<file path="src/design/alu_pkg.sv">
package alu_pkg;

    localparam int APB_AW = 8;                        // APB address width
    localparam int APB_DW = 32;                       // APB data width

    typedef enum logic [4:0] {
        OP_ADD  = 5'b00_000,                          // Signed add
        OP_ADDU = 5'b00_001,                          // Unsigned add
        OP_SUB  = 5'b00_010,                          // Signed subtract
        OP_SUBU = 5'b00_011,                          // Unsigned subtract
        OP_INC  = 5'b00_100,                          // A plus one
        OP_DEC  = 5'b00_101,                          // A minus one
        OP_AND  = 5'b01_000,
        OP_OR   = 5'b01_001,
        OP_XOR  = 5'b01_010,
        OP_NOT  = 5'b01_100,                          // Inverts A only
        OP_SLL  = 5'b10_000,                          // Shifts take B[3:0]
        OP_SRL  = 5'b10_001,
        OP_SLA  = 5'b10_010,
        OP_SRA  = 5'b10_011,                          // Keeps sign of A
        OP_SLE  = 5'b11_000,                          // Compares are signed
        OP_SLT  = 5'b11_001,
        OP_SGE  = 5'b11_010,
        OP_SGT  = 5'b11_011,
        OP_SEQ  = 5'b11_100,
        OP_SNE  = 5'b11_101
    } alu_op_e;

    typedef enum logic [1:0] {
        CLS_ARITH   = 2'b00,                          // Goes through the adder
        CLS_LOGIC   = 2'b01,
        CLS_SHIFT   = 2'b10,
        CLS_SETCOND = 2'b11                           // Result is 0 or 1
    } alu_class_e;

    typedef struct packed {
        alu_class_e op_class;                         // Upper two code bits
        logic [2:0] func;                             // Function within class
    } alu_code_s;

    typedef union packed {
        logic [4:0] raw;                              // Code as written over APB
        alu_code_s  fields;                           // Same bits split by class
    } alu_code_u;

    typedef struct packed {
        logic signed [15:0] opa;
        logic signed [15:0] opb;
        alu_code_u          code;
        logic               coe_n;                    // Low enables carry out
        logic               start;                    // One cycle after CTRL write
    } alu_req_s;

    typedef struct packed {
        logic [15:0] result;
        logic        vout;                            // Signed overflow
        logic        cout;                            // Carry out of bit 15
    } alu_res_s;

    typedef struct packed {
        logic [15:0] result;
        logic        valid;                           // Result belongs to current inputs
        logic        vout;
        logic        cout;
        logic        ovf_sticky;                      // Held until STATUS write clears it
    } alu_stat_s;

    localparam logic [APB_AW-1:0] REG_OPA    = 8'h00;
    localparam logic [APB_AW-1:0] REG_OPB    = 8'h04;
    localparam logic [APB_AW-1:0] REG_CTRL   = 8'h08;
    localparam logic [APB_AW-1:0] REG_RESULT = 8'h0C;  // Read only
    localparam logic [APB_AW-1:0] REG_STATUS = 8'h10;

    localparam int CTRL_COE_BIT   = 8;                // Code sits in bits 4:0
    localparam int STAT_VALID_BIT = 0;
    localparam int STAT_VOUT_BIT  = 1;
    localparam int STAT_COUT_BIT  = 2;
    localparam int STAT_OVF_BIT   = 3;                // Write 1 here to clear sticky

endpackage

</file>
<file path="src/design/alu_adder.sv">
module alu_adder (
    input  logic signed [15:0] a,                     // First operand
    input  logic signed [15:0] b,                     // Second operand
    input  logic [2:0]         func,                  // Low code bits of arith class
    input  logic               coe_n,                 // Carry out enable, active low
    output logic [15:0]        sum,
    output logic               vout,
    output logic               cout
);

    logic        do_sub;                              // Subtract via inverted B
    logic        is_unsigned;                         // No overflow reported
    logic [15:0] b_sel;                               // B or constant one
    logic [15:0] b_add;                               // Operand actually added
    logic [16:0] total;                               // Sum with carry bit

    // Func map 000 add, 001 addu, 010 sub, 011 subu, 100 inc, 101 dec
    always_comb begin
        do_sub      = func[1] | (func[2] & func[0]);  // sub, subu, dec
        is_unsigned = func[0] & ~func[2];             // addu, subu
        b_sel       = func[2] ? 16'h0001 : b;         // inc and dec step by one
        b_add       = do_sub ? ~b_sel : b_sel;        // Two's complement with carry in
        total       = {1'b0, a} + {1'b0, b_add} + {16'd0, do_sub};
        sum         = total[15:0];

        // Overflow when both addends agree in sign and the sum does not
        vout = ~is_unsigned
             & (a[15] == b_add[15])
             & (total[15] != a[15]);

        cout = total[16] & ~coe_n;                    // Gated by enable
    end

endmodule

</file>
<file path="src/design/alu_apb_top.sv">
module alu_apb_top (
    input  logic                       clk,
    input  logic                       rst_n,
    input  logic [alu_pkg::APB_AW-1:0] paddr,
    input  logic                       psel,
    input  logic                       penable,
    input  logic                       pwrite,
    input  logic [alu_pkg::APB_DW-1:0] pwdata,
    output logic [alu_pkg::APB_DW-1:0] prdata,
    output logic                       pready,
    output logic                       pslverr
);

    import alu_pkg::*;

    alu_req_s  req;                                   // Registers to ALU
    alu_res_s  res;                                   // ALU to capture stage
    alu_stat_s stat;                                  // Captured state back to bus
    logic      sticky_clr;
    logic      operand_wr;

    apb_regs u_regs (
        .clk        (clk),
        .rst_n      (rst_n),
        .paddr      (paddr),
        .psel       (psel),
        .penable    (penable),
        .pwrite     (pwrite),
        .pwdata     (pwdata),
        .prdata     (prdata),
        .pready     (pready),
        .pslverr    (pslverr),
        .req        (req),
        .sticky_clr (sticky_clr),
        .operand_wr (operand_wr),
        .stat       (stat)
    );

    alu_core u_core (
        .req (req),
        .res (res)
    );

    result_stage u_result (
        .clk        (clk),
        .rst_n      (rst_n),
        .res        (res),
        .start      (req.start),                      // Strobe rides in the request
        .operand_wr (operand_wr),
        .sticky_clr (sticky_clr),
        .stat       (stat)
    );

endmodule

</file>
<file path="src/design/alu_core.sv">
module alu_core (
    input  alu_pkg::alu_req_s req,                    // Operands and code
    output alu_pkg::alu_res_s res                     // Result and flags
);

    import alu_pkg::*;

    logic [15:0]        add_sum;
    logic               add_vout;
    logic               add_cout;
    logic               arith_ok;                     // Func 110 and 111 are unused
    logic [15:0]        logic_r;
    logic [15:0]        shift_r;
    logic               cmp_r;
    logic signed [15:0] a_s;
    logic signed [15:0] b_s;
    logic [3:0]         shamt;
    alu_op_e            op;

    alu_adder u_adder (
        .a     (req.opa),
        .b     (req.opb),
        .func  (req.code.fields.func),                // Adder sees only func
        .coe_n (req.coe_n),
        .sum   (add_sum),
        .vout  (add_vout),
        .cout  (add_cout)
    );

    assign op       = alu_op_e'(req.code.raw);        // Full code for unit decode
    assign a_s      = $signed(req.opa);
    assign b_s      = $signed(req.opb);
    assign shamt    = req.opb[3:0];                   // Only low four bits count
    assign arith_ok = ~(req.code.fields.func[2] & req.code.fields.func[1]);

    // Logic unit
    always_comb begin
        case (op)
            OP_AND:  logic_r = req.opa & req.opb;
            OP_OR:   logic_r = req.opa | req.opb;
            OP_XOR:  logic_r = req.opa ^ req.opb;
            OP_NOT:  logic_r = ~req.opa;              // B ignored
            default: logic_r = 16'h0000;              // 01_011 and up
        endcase
    end

    // Shift unit
    always_comb begin
        case (op)
            OP_SLL:  shift_r = req.opa << shamt;
            OP_SRL:  shift_r = req.opa >> shamt;      // Zero fill
            OP_SLA:  shift_r = a_s <<< shamt;         // Same as sll
            OP_SRA:  shift_r = a_s >>> shamt;         // Sign fill
            default: shift_r = 16'h0000;
        endcase
    end

    // Compare unit
    always_comb begin
        case (op)
            OP_SLE:  cmp_r = (a_s <= b_s);
            OP_SLT:  cmp_r = (a_s <  b_s);
            OP_SGE:  cmp_r = (a_s >= b_s);
            OP_SGT:  cmp_r = (a_s >  b_s);
            OP_SEQ:  cmp_r = (a_s == b_s);
            OP_SNE:  cmp_r = (a_s != b_s);
            default: cmp_r = 1'b0;                    // 11_110 and 11_111
        endcase
    end

    // Class picks the unit; flags only from adder
    always_comb begin
        res = '0;
        unique case (req.code.fields.op_class)
            CLS_ARITH: begin
                if (arith_ok) begin
                    res.result = add_sum;
                    res.vout   = add_vout;
                    res.cout   = add_cout;
                end
            end
            CLS_LOGIC: begin
                res.result = logic_r;
            end
            CLS_SHIFT: begin
                res.result = shift_r;
            end
            CLS_SETCOND: begin
                res.result[0] = cmp_r;                // Upper bits stay zero
            end
        endcase
    end

endmodule

</file>
<file path="src/design/apb_regs.sv">
module apb_regs (
    input  logic                       clk,
    input  logic                       rst_n,
    input  logic [alu_pkg::APB_AW-1:0] paddr,
    input  logic                       psel,
    input  logic                       penable,
    input  logic                       pwrite,
    input  logic [alu_pkg::APB_DW-1:0] pwdata,
    output logic [alu_pkg::APB_DW-1:0] prdata,
    output logic                       pready,
    output logic                       pslverr,
    output alu_pkg::alu_req_s          req,        // Held operands plus start
    output logic                       sticky_clr, // One cycle pulse
    output logic                       operand_wr, // One cycle pulse
    input  alu_pkg::alu_stat_s         stat        // For the read mux
);

    import alu_pkg::*;

    logic access;                                     // APB access phase
    logic addr_ok;                                    // Offset is mapped
    logic wr_ok;                                      // Write accepted
    logic wr_opa;
    logic wr_opb;
    logic wr_ctrl;
    logic wr_stat;

    assign access = psel & penable;
    assign pready = 1'b1;                             // Never any wait states

    always_comb begin
        case (paddr)
            REG_OPA, REG_OPB, REG_CTRL,
            REG_RESULT, REG_STATUS: addr_ok = 1'b1;
            default:                addr_ok = 1'b0;
        endcase
    end

    // Error on unmapped offset or write to RESULT
    assign pslverr = access & (~addr_ok | (pwrite & (paddr == REG_RESULT)));

    assign wr_ok   = access & pwrite & ~pslverr;
    assign wr_opa  = wr_ok & (paddr == REG_OPA);
    assign wr_opb  = wr_ok & (paddr == REG_OPB);
    assign wr_ctrl = wr_ok & (paddr == REG_CTRL);
    assign wr_stat = wr_ok & (paddr == REG_STATUS);

    always_ff @(posedge clk or negedge rst_n) begin
        if (!rst_n) begin
            req        <= '0;
            sticky_clr <= 1'b0;
            operand_wr <= 1'b0;
        end else begin
            req.start  <= wr_ctrl;                    // ALU inputs already settled then
            operand_wr <= wr_opa | wr_opb;
            sticky_clr <= wr_stat & pwdata[STAT_OVF_BIT];
            if (wr_opa) begin
                req.opa <= pwdata[15:0];
            end
            if (wr_opb) begin
                req.opb <= pwdata[15:0];
            end
            if (wr_ctrl) begin
                req.code.raw <= pwdata[$bits(alu_code_u)-1:0];
                req.coe_n    <= pwdata[CTRL_COE_BIT];
            end
        end
    end

    // Read data only in read access phase
    always_comb begin
        prdata = '0;
        if (access && !pwrite) begin
            case (paddr)
                REG_OPA:    prdata[15:0] = req.opa;   // Zero extended
                REG_OPB:    prdata[15:0] = req.opb;
                REG_CTRL: begin
                    prdata[$bits(alu_code_u)-1:0] = req.code.raw;
                    prdata[CTRL_COE_BIT]          = req.coe_n;
                end
                REG_RESULT: prdata[15:0] = stat.result;
                REG_STATUS: begin
                    prdata[STAT_VALID_BIT] = stat.valid;
                    prdata[STAT_VOUT_BIT]  = stat.vout;
                    prdata[STAT_COUT_BIT]  = stat.cout;
                    prdata[STAT_OVF_BIT]   = stat.ovf_sticky;
                end
                default:    prdata = '0;
            endcase
        end
    end

    // Host must hold psel through the access phase
    a_penable_psel : assert property (
        @(posedge clk) disable iff (!rst_n) penable |-> psel
    ) else $error("apb_regs: penable high without psel");

endmodule

</file>
<file path="src/design/result_stage.sv">
module result_stage (
    input  logic               clk,
    input  logic               rst_n,
    input  alu_pkg::alu_res_s  res,                   // Combinational ALU output
    input  logic               start,                 // Capture strobe
    input  logic               operand_wr,            // Inputs changed since capture
    input  logic               sticky_clr,            // From STATUS write
    output alu_pkg::alu_stat_s stat
);

    logic valid_nxt;
    logic sticky_nxt;

    // Start sets valid; a later operand write drops it
    always_comb begin
        if (start) begin
            valid_nxt = 1'b1;
        end else if (operand_wr) begin
            valid_nxt = 1'b0;
        end else begin
            valid_nxt = stat.valid;
        end
    end

    // Clear first, then a fresh overflow can set it again
    assign sticky_nxt = (stat.ovf_sticky & ~sticky_clr) | (start & res.vout);

    always_ff @(posedge clk or negedge rst_n) begin
        if (!rst_n) begin
            stat <= '0;                               // RESULT reads zero after reset
        end else begin
            stat.valid      <= valid_nxt;
            stat.ovf_sticky <= sticky_nxt;
            if (start) begin
                stat.result <= res.result;
                stat.vout   <= res.vout;
                stat.cout   <= res.cout;
            end
        end
    end

    // Only a start strobe can make the result valid
    a_valid_after_start : assert property (
        @(posedge clk) disable iff (!rst_n) $rose(stat.valid) |-> $past(start)
    ) else $error("result_stage: valid rose without start");

endmodule

</file>
<file path="config.mk">
export PLATFORM = sky130hd
export DESIGN_NAME = alu_apb_top
export DESIGN_NICKNAME = d
export VERILOG_FILES = /design/src/design/alu_pkg.sv /design/src/design/alu_adder.sv /design/src/design/alu_apb_top.sv /design/src/design/alu_core.sv /design/src/design/apb_regs.sv /design/src/design/result_stage.sv
export SDC_FILE = /design/constraint.sdc
export NUM_CORES = 1
export LEC_CHECK = 0
export BUFFER_PORTS_ARGS = -buffer_cell sky130_fd_sc_hd__buf_2
export CAP_MARGIN = 25
export CORE_MARGIN = 2
export CORE_UTILIZATION = 45
export CTS_BUF_LIST = sky130_fd_sc_hd__clkbuf_8
export DETAILED_ROUTE_END_ITERATION = 8
export HOLD_SLACK_MARGIN = 0.15
export PLACE_DENSITY = 0.75
export REMOVE_ABC_BUFFERS = 1
export SETUP_SLACK_MARGIN = 0.5
export SKIP_LAST_GASP = 1
export SYNTH_ARGS = -nofsm -noshare
export SYNTH_HDL_FRONTEND = slang
export SYNTH_SLANG_ARGS = --single-unit
</file>
<file path="constraint.sdc">
create_clock -name clk -period 7.1 [get_ports clk]
set_clock_uncertainty 0.05 [all_clocks]
set_input_delay 0.355 -clock clk [delete_from_list [all_inputs] [get_ports clk]]
set_output_delay 0.355 -clock clk [all_outputs]
set_load 0.02 [all_outputs]
</file>
### Word-level counts from Yosys, hierarchy flattened

Index checks and enable logic that the tools add are counted.

| storage, ports and cells | value |
|---|---|
| logic and storage cells | 104 |
| input port bits | 45 |
| flip-flop bits (word level) | 61 |
| output and inout bits | 34 |

| cells by class | value |
|---|---|
| shift-type cells | 4 |
| magnitude comparators | 4 |
| equality and inequality tests | 25 |
| add/subtract/negate cells | 2 |
| muxes and demuxes | 18 |
| reductions and logical operators | 6 |
| bitwise operators | 33 |

Operators by type and width:

| operator | number |
|---|---|
| $pmux W16 S4 | 2 |
| $eq A5 B5 Y1 const B | 10 |
| $mux W16 | 3 |
| $pmux W15 S3 | 1 |
| $not A16 Y16 | 2 |
| $pmux W7 S3 | 1 |
| $eq A5 B4 Y1 const B | 4 |
| $pmux W4 S5 | 1 |
| $and A1 B1 Y1 | 18 |
| $mux W18 | 1 |
| $add A16 B16 Y17 | 1 |
| $add A17 B1 Y17 | 1 |
| $and A16 B16 Y16 | 1 |
| $eq A16 B16 Y1 | 1 |
| $eq A8 B4 Y1 const B | 2 |
| $ge A16 B16 Y1 | 1 |
| $gt A16 B16 Y1 | 1 |
| $le A16 B16 Y1 | 1 |
| $lt A16 B16 Y1 | 1 |
| $ne A16 B16 Y1 | 1 |
| $or A16 B16 Y16 | 1 |
| $shl A16 B4 Y16 | 1 |
| $shr A16 B4 Y16 | 1 |
| $sshl A16 B4 Y16 | 1 |
| other kinds (21) | 34 |

### Longest topological paths before layout

| logic depth | value |
|---|---|
| depth after elaboration | 11 |
| depth in mapped cells | 15 |
| mapped depth without buffers | 12 |

### By module

A second synthesis with hierarchy kept.

| unflattened totals | value |
|---|---|
| cells, all modules | 819 |
| area total of the unflattened synthesis | 7410.9 sq um |

Modules (own cells, without submodules):

| module | cells an instance | area an instance (sq um) | instances |
|---|---|---|---|
| alu_core | 416 | 3114.2 | 1 |
| apb_regs | 199 | 2403.6 | 1 |
| alu_adder | 158 | 1082.3 | 1 |
| result_stage | 46 | 810.8 | 1 |

### Worst setup path before layout

Ideal clock, no wire load.

| path | value |
|---|---|
| kind | reg2reg |
| start | register u_regs.req[3] (netlist name) |
| end | register u_result.stat[18] (netlist name) |
| setup time | 0.069 ns |
| clock period less this slack | 3.469 ns |
| stages on the path, launching flop included | 14 |
| required time | 6.981 ns |
| data arrival time | 3.350 ns |
| slack | 3.631 ns |
| cell sequence | dfrtp_1 clkbuf_1 clkbuf_1 clkbuf_1 clkbuf_1 o21ai_0 ha_1 clkbuf_1 a211oi_1 nand3_1 a41oi_1 o22ai_1 or4b_1 nand3_1 |

| between the ends | value |
|---|---|
| word-level cells in the longest chain between the ends | 6 |
| elaborated cells between the ends (all ways) | 17 |
| those cells by class | add/sub: 2; eq/ne: 8; mux: 5; bitwise: 2 |

Ends and longest elaborated chain:

| element | RTL line | text |
|---|---|---|
| $or A1 B1 Y1 | alu_adder.sv:19 | `do_sub = func[1] \| (func[2] & func[0]);` |
| $mux W16 | alu_adder.sv:22 | `b_add = do_sub ? ~b_sel : b_sel;` |
| $add A16 B16 Y17 | alu_adder.sv:23 | `total = {1'b0, a} + {1'b0, b_add} + {16'd0, do_sub};` |
| $add A17 B1 Y17 | alu_adder.sv:23 |  |
| $mux W18 | alu_core.sv:76 | `if (arith_ok) begin` |
| $pmux W15 S3 (*) | alu_core.sv:74 | `unique case (req.code.fields.op_class)` |

Every way passes the cells marked *; elsewhere a longest branch is shown, timed or not.
A chain may end at the register's enable or synchronous reset.

### Final worst setup path

| path | value |
|---|---|
| start | register u_regs.req[2] (netlist name) |
| end | register u_result.stat[18] (netlist name) |

| between the ends | value |
|---|---|
| word-level cells in the longest chain between the ends | 7 |
| elaborated cells between the ends (all ways) | 17 |
| those cells by class | add/sub: 2; eq/ne: 8; mux: 5; bitwise: 2 |

Ends and longest elaborated chain:

| element | RTL line |
|---|---|
| $and A1 B1 Y1 | alu_adder.sv:19 |
| $or A1 B1 Y1 | alu_adder.sv:19 |
| $mux W16 | alu_adder.sv:22 |
| $add A16 B16 Y17 | alu_adder.sv:23 |
| $add A17 B1 Y17 | alu_adder.sv:23 |
| $mux W18 | alu_core.sv:76 |
| $pmux W15 S3 (*) | alu_core.sv:74 |

Marks and branches as above.

==> summary.txt <==
Layout
  – Total Nets Final: 1025
  – Multi-input gate area: 0.005074 mm²
  – Util after Layout: 48.57%
  – Number of diodes: 0
  – Commonest non-fill, non-tap cells in the layout: 99 x nand2_1, 97 x nor2_1, 82 x o21ai_0
  – Most common cell after layout, fill and taps aside: nand2_1
  – Fraction of layout cells with a size suffix above 1: 15.22%
  – Fillcell total: 1502
  – Sequential Area: 0.001530 mm²
  – Synth-to-Final Area Change: 6.699%

Die
  – Core box area: 0.01571 mm²
  – Initial Util: 45.52%
  – Number of I/O pins: 79
  – Die ar.: 0.01692 mm²
  – # rows: 46
  – Die width: 130.1 µm
  – Die span in y: 130.1 µm

Timing
  – Final setup vio count: 0
  – Pins Over Slew Limit: 0
  – Tcrit/Tclk final: 66.31%
  – Worst-Margin Slew: 1.090 ns
  – Slew headroom: 27.18%
  – Hold Vio Cnt, Final: 0
  – Unrepaired setup endpoints after global routing: no
  – Setup TNS: 0 ns
  – WHS: 0.1711 ns
  – Final worst setup slack: 2.392 ns
  – Tmin final: 4.708 ns
  – Max Freq: 212.4 MHz

Place
  – Setup slack after placement: 2.653 ns
  – Final Wtd Congestion: 1.077
  – I/O Buffers: 45
  – DPL Wire Length: 17400 µm

Hold path
  – Min-delay src: pwdata[7]
  – Worst Hold Path Cells: 2
  – Hold WC Path Type: in2reg
  – WHS Endpoint: u_regs.req[30]$_DFFE_PN0P_

Global route
  – Gr usage total: 29.47%
  – Largest net degree at the start of global routing: 62
  – Antenna violations before repair: 0
  – GRT overflow: 0
  – Vias in the first global route: 6652
  – First-pass GRT wire length: 37830 µm

Yosys
  – Share of the synthesized area in the top cell type: 21.34%
  – Asr flop ratio synth: 100.0%
  – Synth warn: 0
  – Post-Synthesis Cells: 920
  – EDFF count, synth: 0
  – Syn_area_per_cell: 7.775 µm²
  – Most used DFF post-synth: dfrtp_1
  – Cell area after synthesis: 0.007153 mm²
  – Synth cell types: 78
  – Main area contributors after synthesis: dfrtp_1 21%, ha_1 11%, mux2_2 6.9%
  – Seq cells post-synth: 61
  – Largest area contributor in the netlist: dfrtp_1
  – Sequential cell area fraction in the yosys report: 21.34%

Critical path
  – R2R cell count: 13
  – WS Path Type: reg2reg
  – Reg2reg setup slack: 2.39 ns
  – Setup crit start kind: register
  – R2r endpoint: u_result.stat[18]$_DFFE_PN0P_
  – WP data required: 7.35 ns
  – Endpoint type of the worst setup path: register
  – Crit path max fanout: 43
  – Worst EP arrival: 4.96 ns
  – R2r startpoint: u_regs.req[2]$_DFFE_PN0P_

CTS
  – CTS clk-pin slew, worst paths: 0.07 ns
  – Root Driver: clkbuf_8
  – TritonCTS clock tree: done
  – Clock Latency Late Sink: 0.38 ns
  – Post-cts resize count: 0
  – H-tree Lvls: 3
  – # hold bufs at CTS: 3
  – Clock Sinks: 61
  – Clk buf depth: 2
  – Clock buffer count from CTS: 9
  – Setup Fix Bufs, Post-CTS: 0

Status
  – Status: finished clean

Detailed routing
  – Final ANT Viol Nets: 0
  – Via count: 7287
  – Vias/cell: 6.415
  – Remaining DRCs: 0
  – Detailed Routing Iterations Pass 1: 6
  – DR iter-0 viols: 879
  – Routed wire length: 24250 µm
  – Routed len/inst: 21.35 µm

Pwr
  – Max VDD drop: 0.1524 mV
  – Pwr Density: 114.7 mW/mm²
  – Total Power: 0.8751 mW
  – Lkg Pwr: 3.238 nW

Run
  – Maxcap violations: 0
per-stage QoR:
| stage | std cells | area, µm² |
|---|---|---|
| global route | 1136 | 7632 |
| detailed placement | 1117 | 7366 |
| CTS | 1136 | 7632 |
| finish | 1136 | 7632 |
| floorplan | 845 | 6784 |
| global placement | 1117 | 7366 |
cells by family after synthesis:
group	count (synthesis)	synth area share (%)
simple gates	288	18.33
compound gates	268	24.68
buf+inv	139	8.518
mux	86	14.20
fa+ha+maj	65	11.47
flops	61	21.34
xor+xnor	11	1.347
other cells	2	0.1050
metal layers:
| layer | wire [µm] | part of all wire, % | vias up | GRT usage (%) |
|---|---|---|---|---|
| li1 | - | - | 3300 | - |
| met1 | 9645 | 40 | 3396 | 39.68 |
| met2 | 10580 | 44 | 490 | 43.86 |
| met3 | 2701 | 11 | 101 | 6.806 |
| met4 | 1323 | 5.5 | 0 | 16.07 |
| met5 | 0 | 0 | - | 0 |
how the worst max path moves through the flow:
stage,depth (start not counted),startpoint,slack [ns],end
after floorplan,12,u_regs.req[2]$_DFFE_PN0P_,3.38,u_result.stat[18]$_DFFE_PN0P_
after global placement,13,u_regs.req[2]$_DFFE_PN0P_,2.63,u_result.stat[18]$_DFFE_PN0P_
after detailed placement,13,u_regs.req[2]$_DFFE_PN0P_,2.65,u_result.stat[18]$_DFFE_PN0P_
after CTS,13,u_regs.req[2]$_DFFE_PN0P_,2.63,u_result.stat[18]$_DFFE_PN0P_
after global routing,13,u_regs.req[2]$_DFFE_PN0P_,2.14,u_result.stat[18]$_DFFE_PN0P_
final,13,u_regs.req[2]$_DFFE_PN0P_,2.39,u_result.stat[18]$_DFFE_PN0P_
cell type report:
class / instances / share of cell area, %
well taps: 216 / 3.541
inverters: 49 / 2.410
multi-input cells: 735 / 66.48
clock buffers: 12 / 2.164
flip-flops and latches: 61 / 20.05
repair buffers: 59 / 4.426
clock inverters: 4 / 0.9344
synth_stat cells (all sizes together) (3+ instances only):
master	n
a211o	8
a211oi	14
a21o	4
a21oi	43
a221o	4
a221oi	6
a222oi	5
a22oi	14
a31oi	13
a32o	3
and2	3
and3	3
buf	37
clkbuf	53
clkinv	3
dfrtp	61
ha	64
inv	46
mux2	44
mux2i	34
mux4	8
nand2	101
nand2b	4
nand3	18
nand4	4
nor2	98
nor2b	12
nor3	22
nor3b	3
nor4	5
o2111ai	3
o211ai	14
o21a	3
o21ai	83
o221ai	5
o22ai	15
o2bb2ai	4
o31ai	4
or2	3
or3	3
xnor2	9
state kept, by name (all words and copies together), names as in the netlist:
signal             count
u_regs.req            39
u_regs.operand_wr      1
u_result.stat         20
u_regs.sticky_clr      1
report_power, final:
| group | internal (mW) | switching, mW |
|---|---|---|
| Sequential | 0.351 | 0.0124 |
| Combinational | 0.0468 | 0.0889 |
| Clock | 0.225 | 0.151 |
| Total | 0.623 | 0.252 |
worst max-delay path, stage by stage (launching register included):
cell and delay [ns]:
dfrtp_1 0.32, buf_4 0.42, inv_1 0.38, nand2_1 0.61, a21oi_1 0.13, a21oi_1 0.19
ha_1 0.30, nor2b_1 0.17, o31ai_1 0.48, nand3_1 0.22, a41oi_1 0.49, o22ai_1 0.25
or4b_1 0.53, nand3_1 0.09
Power figures use the tool's default switching activity.
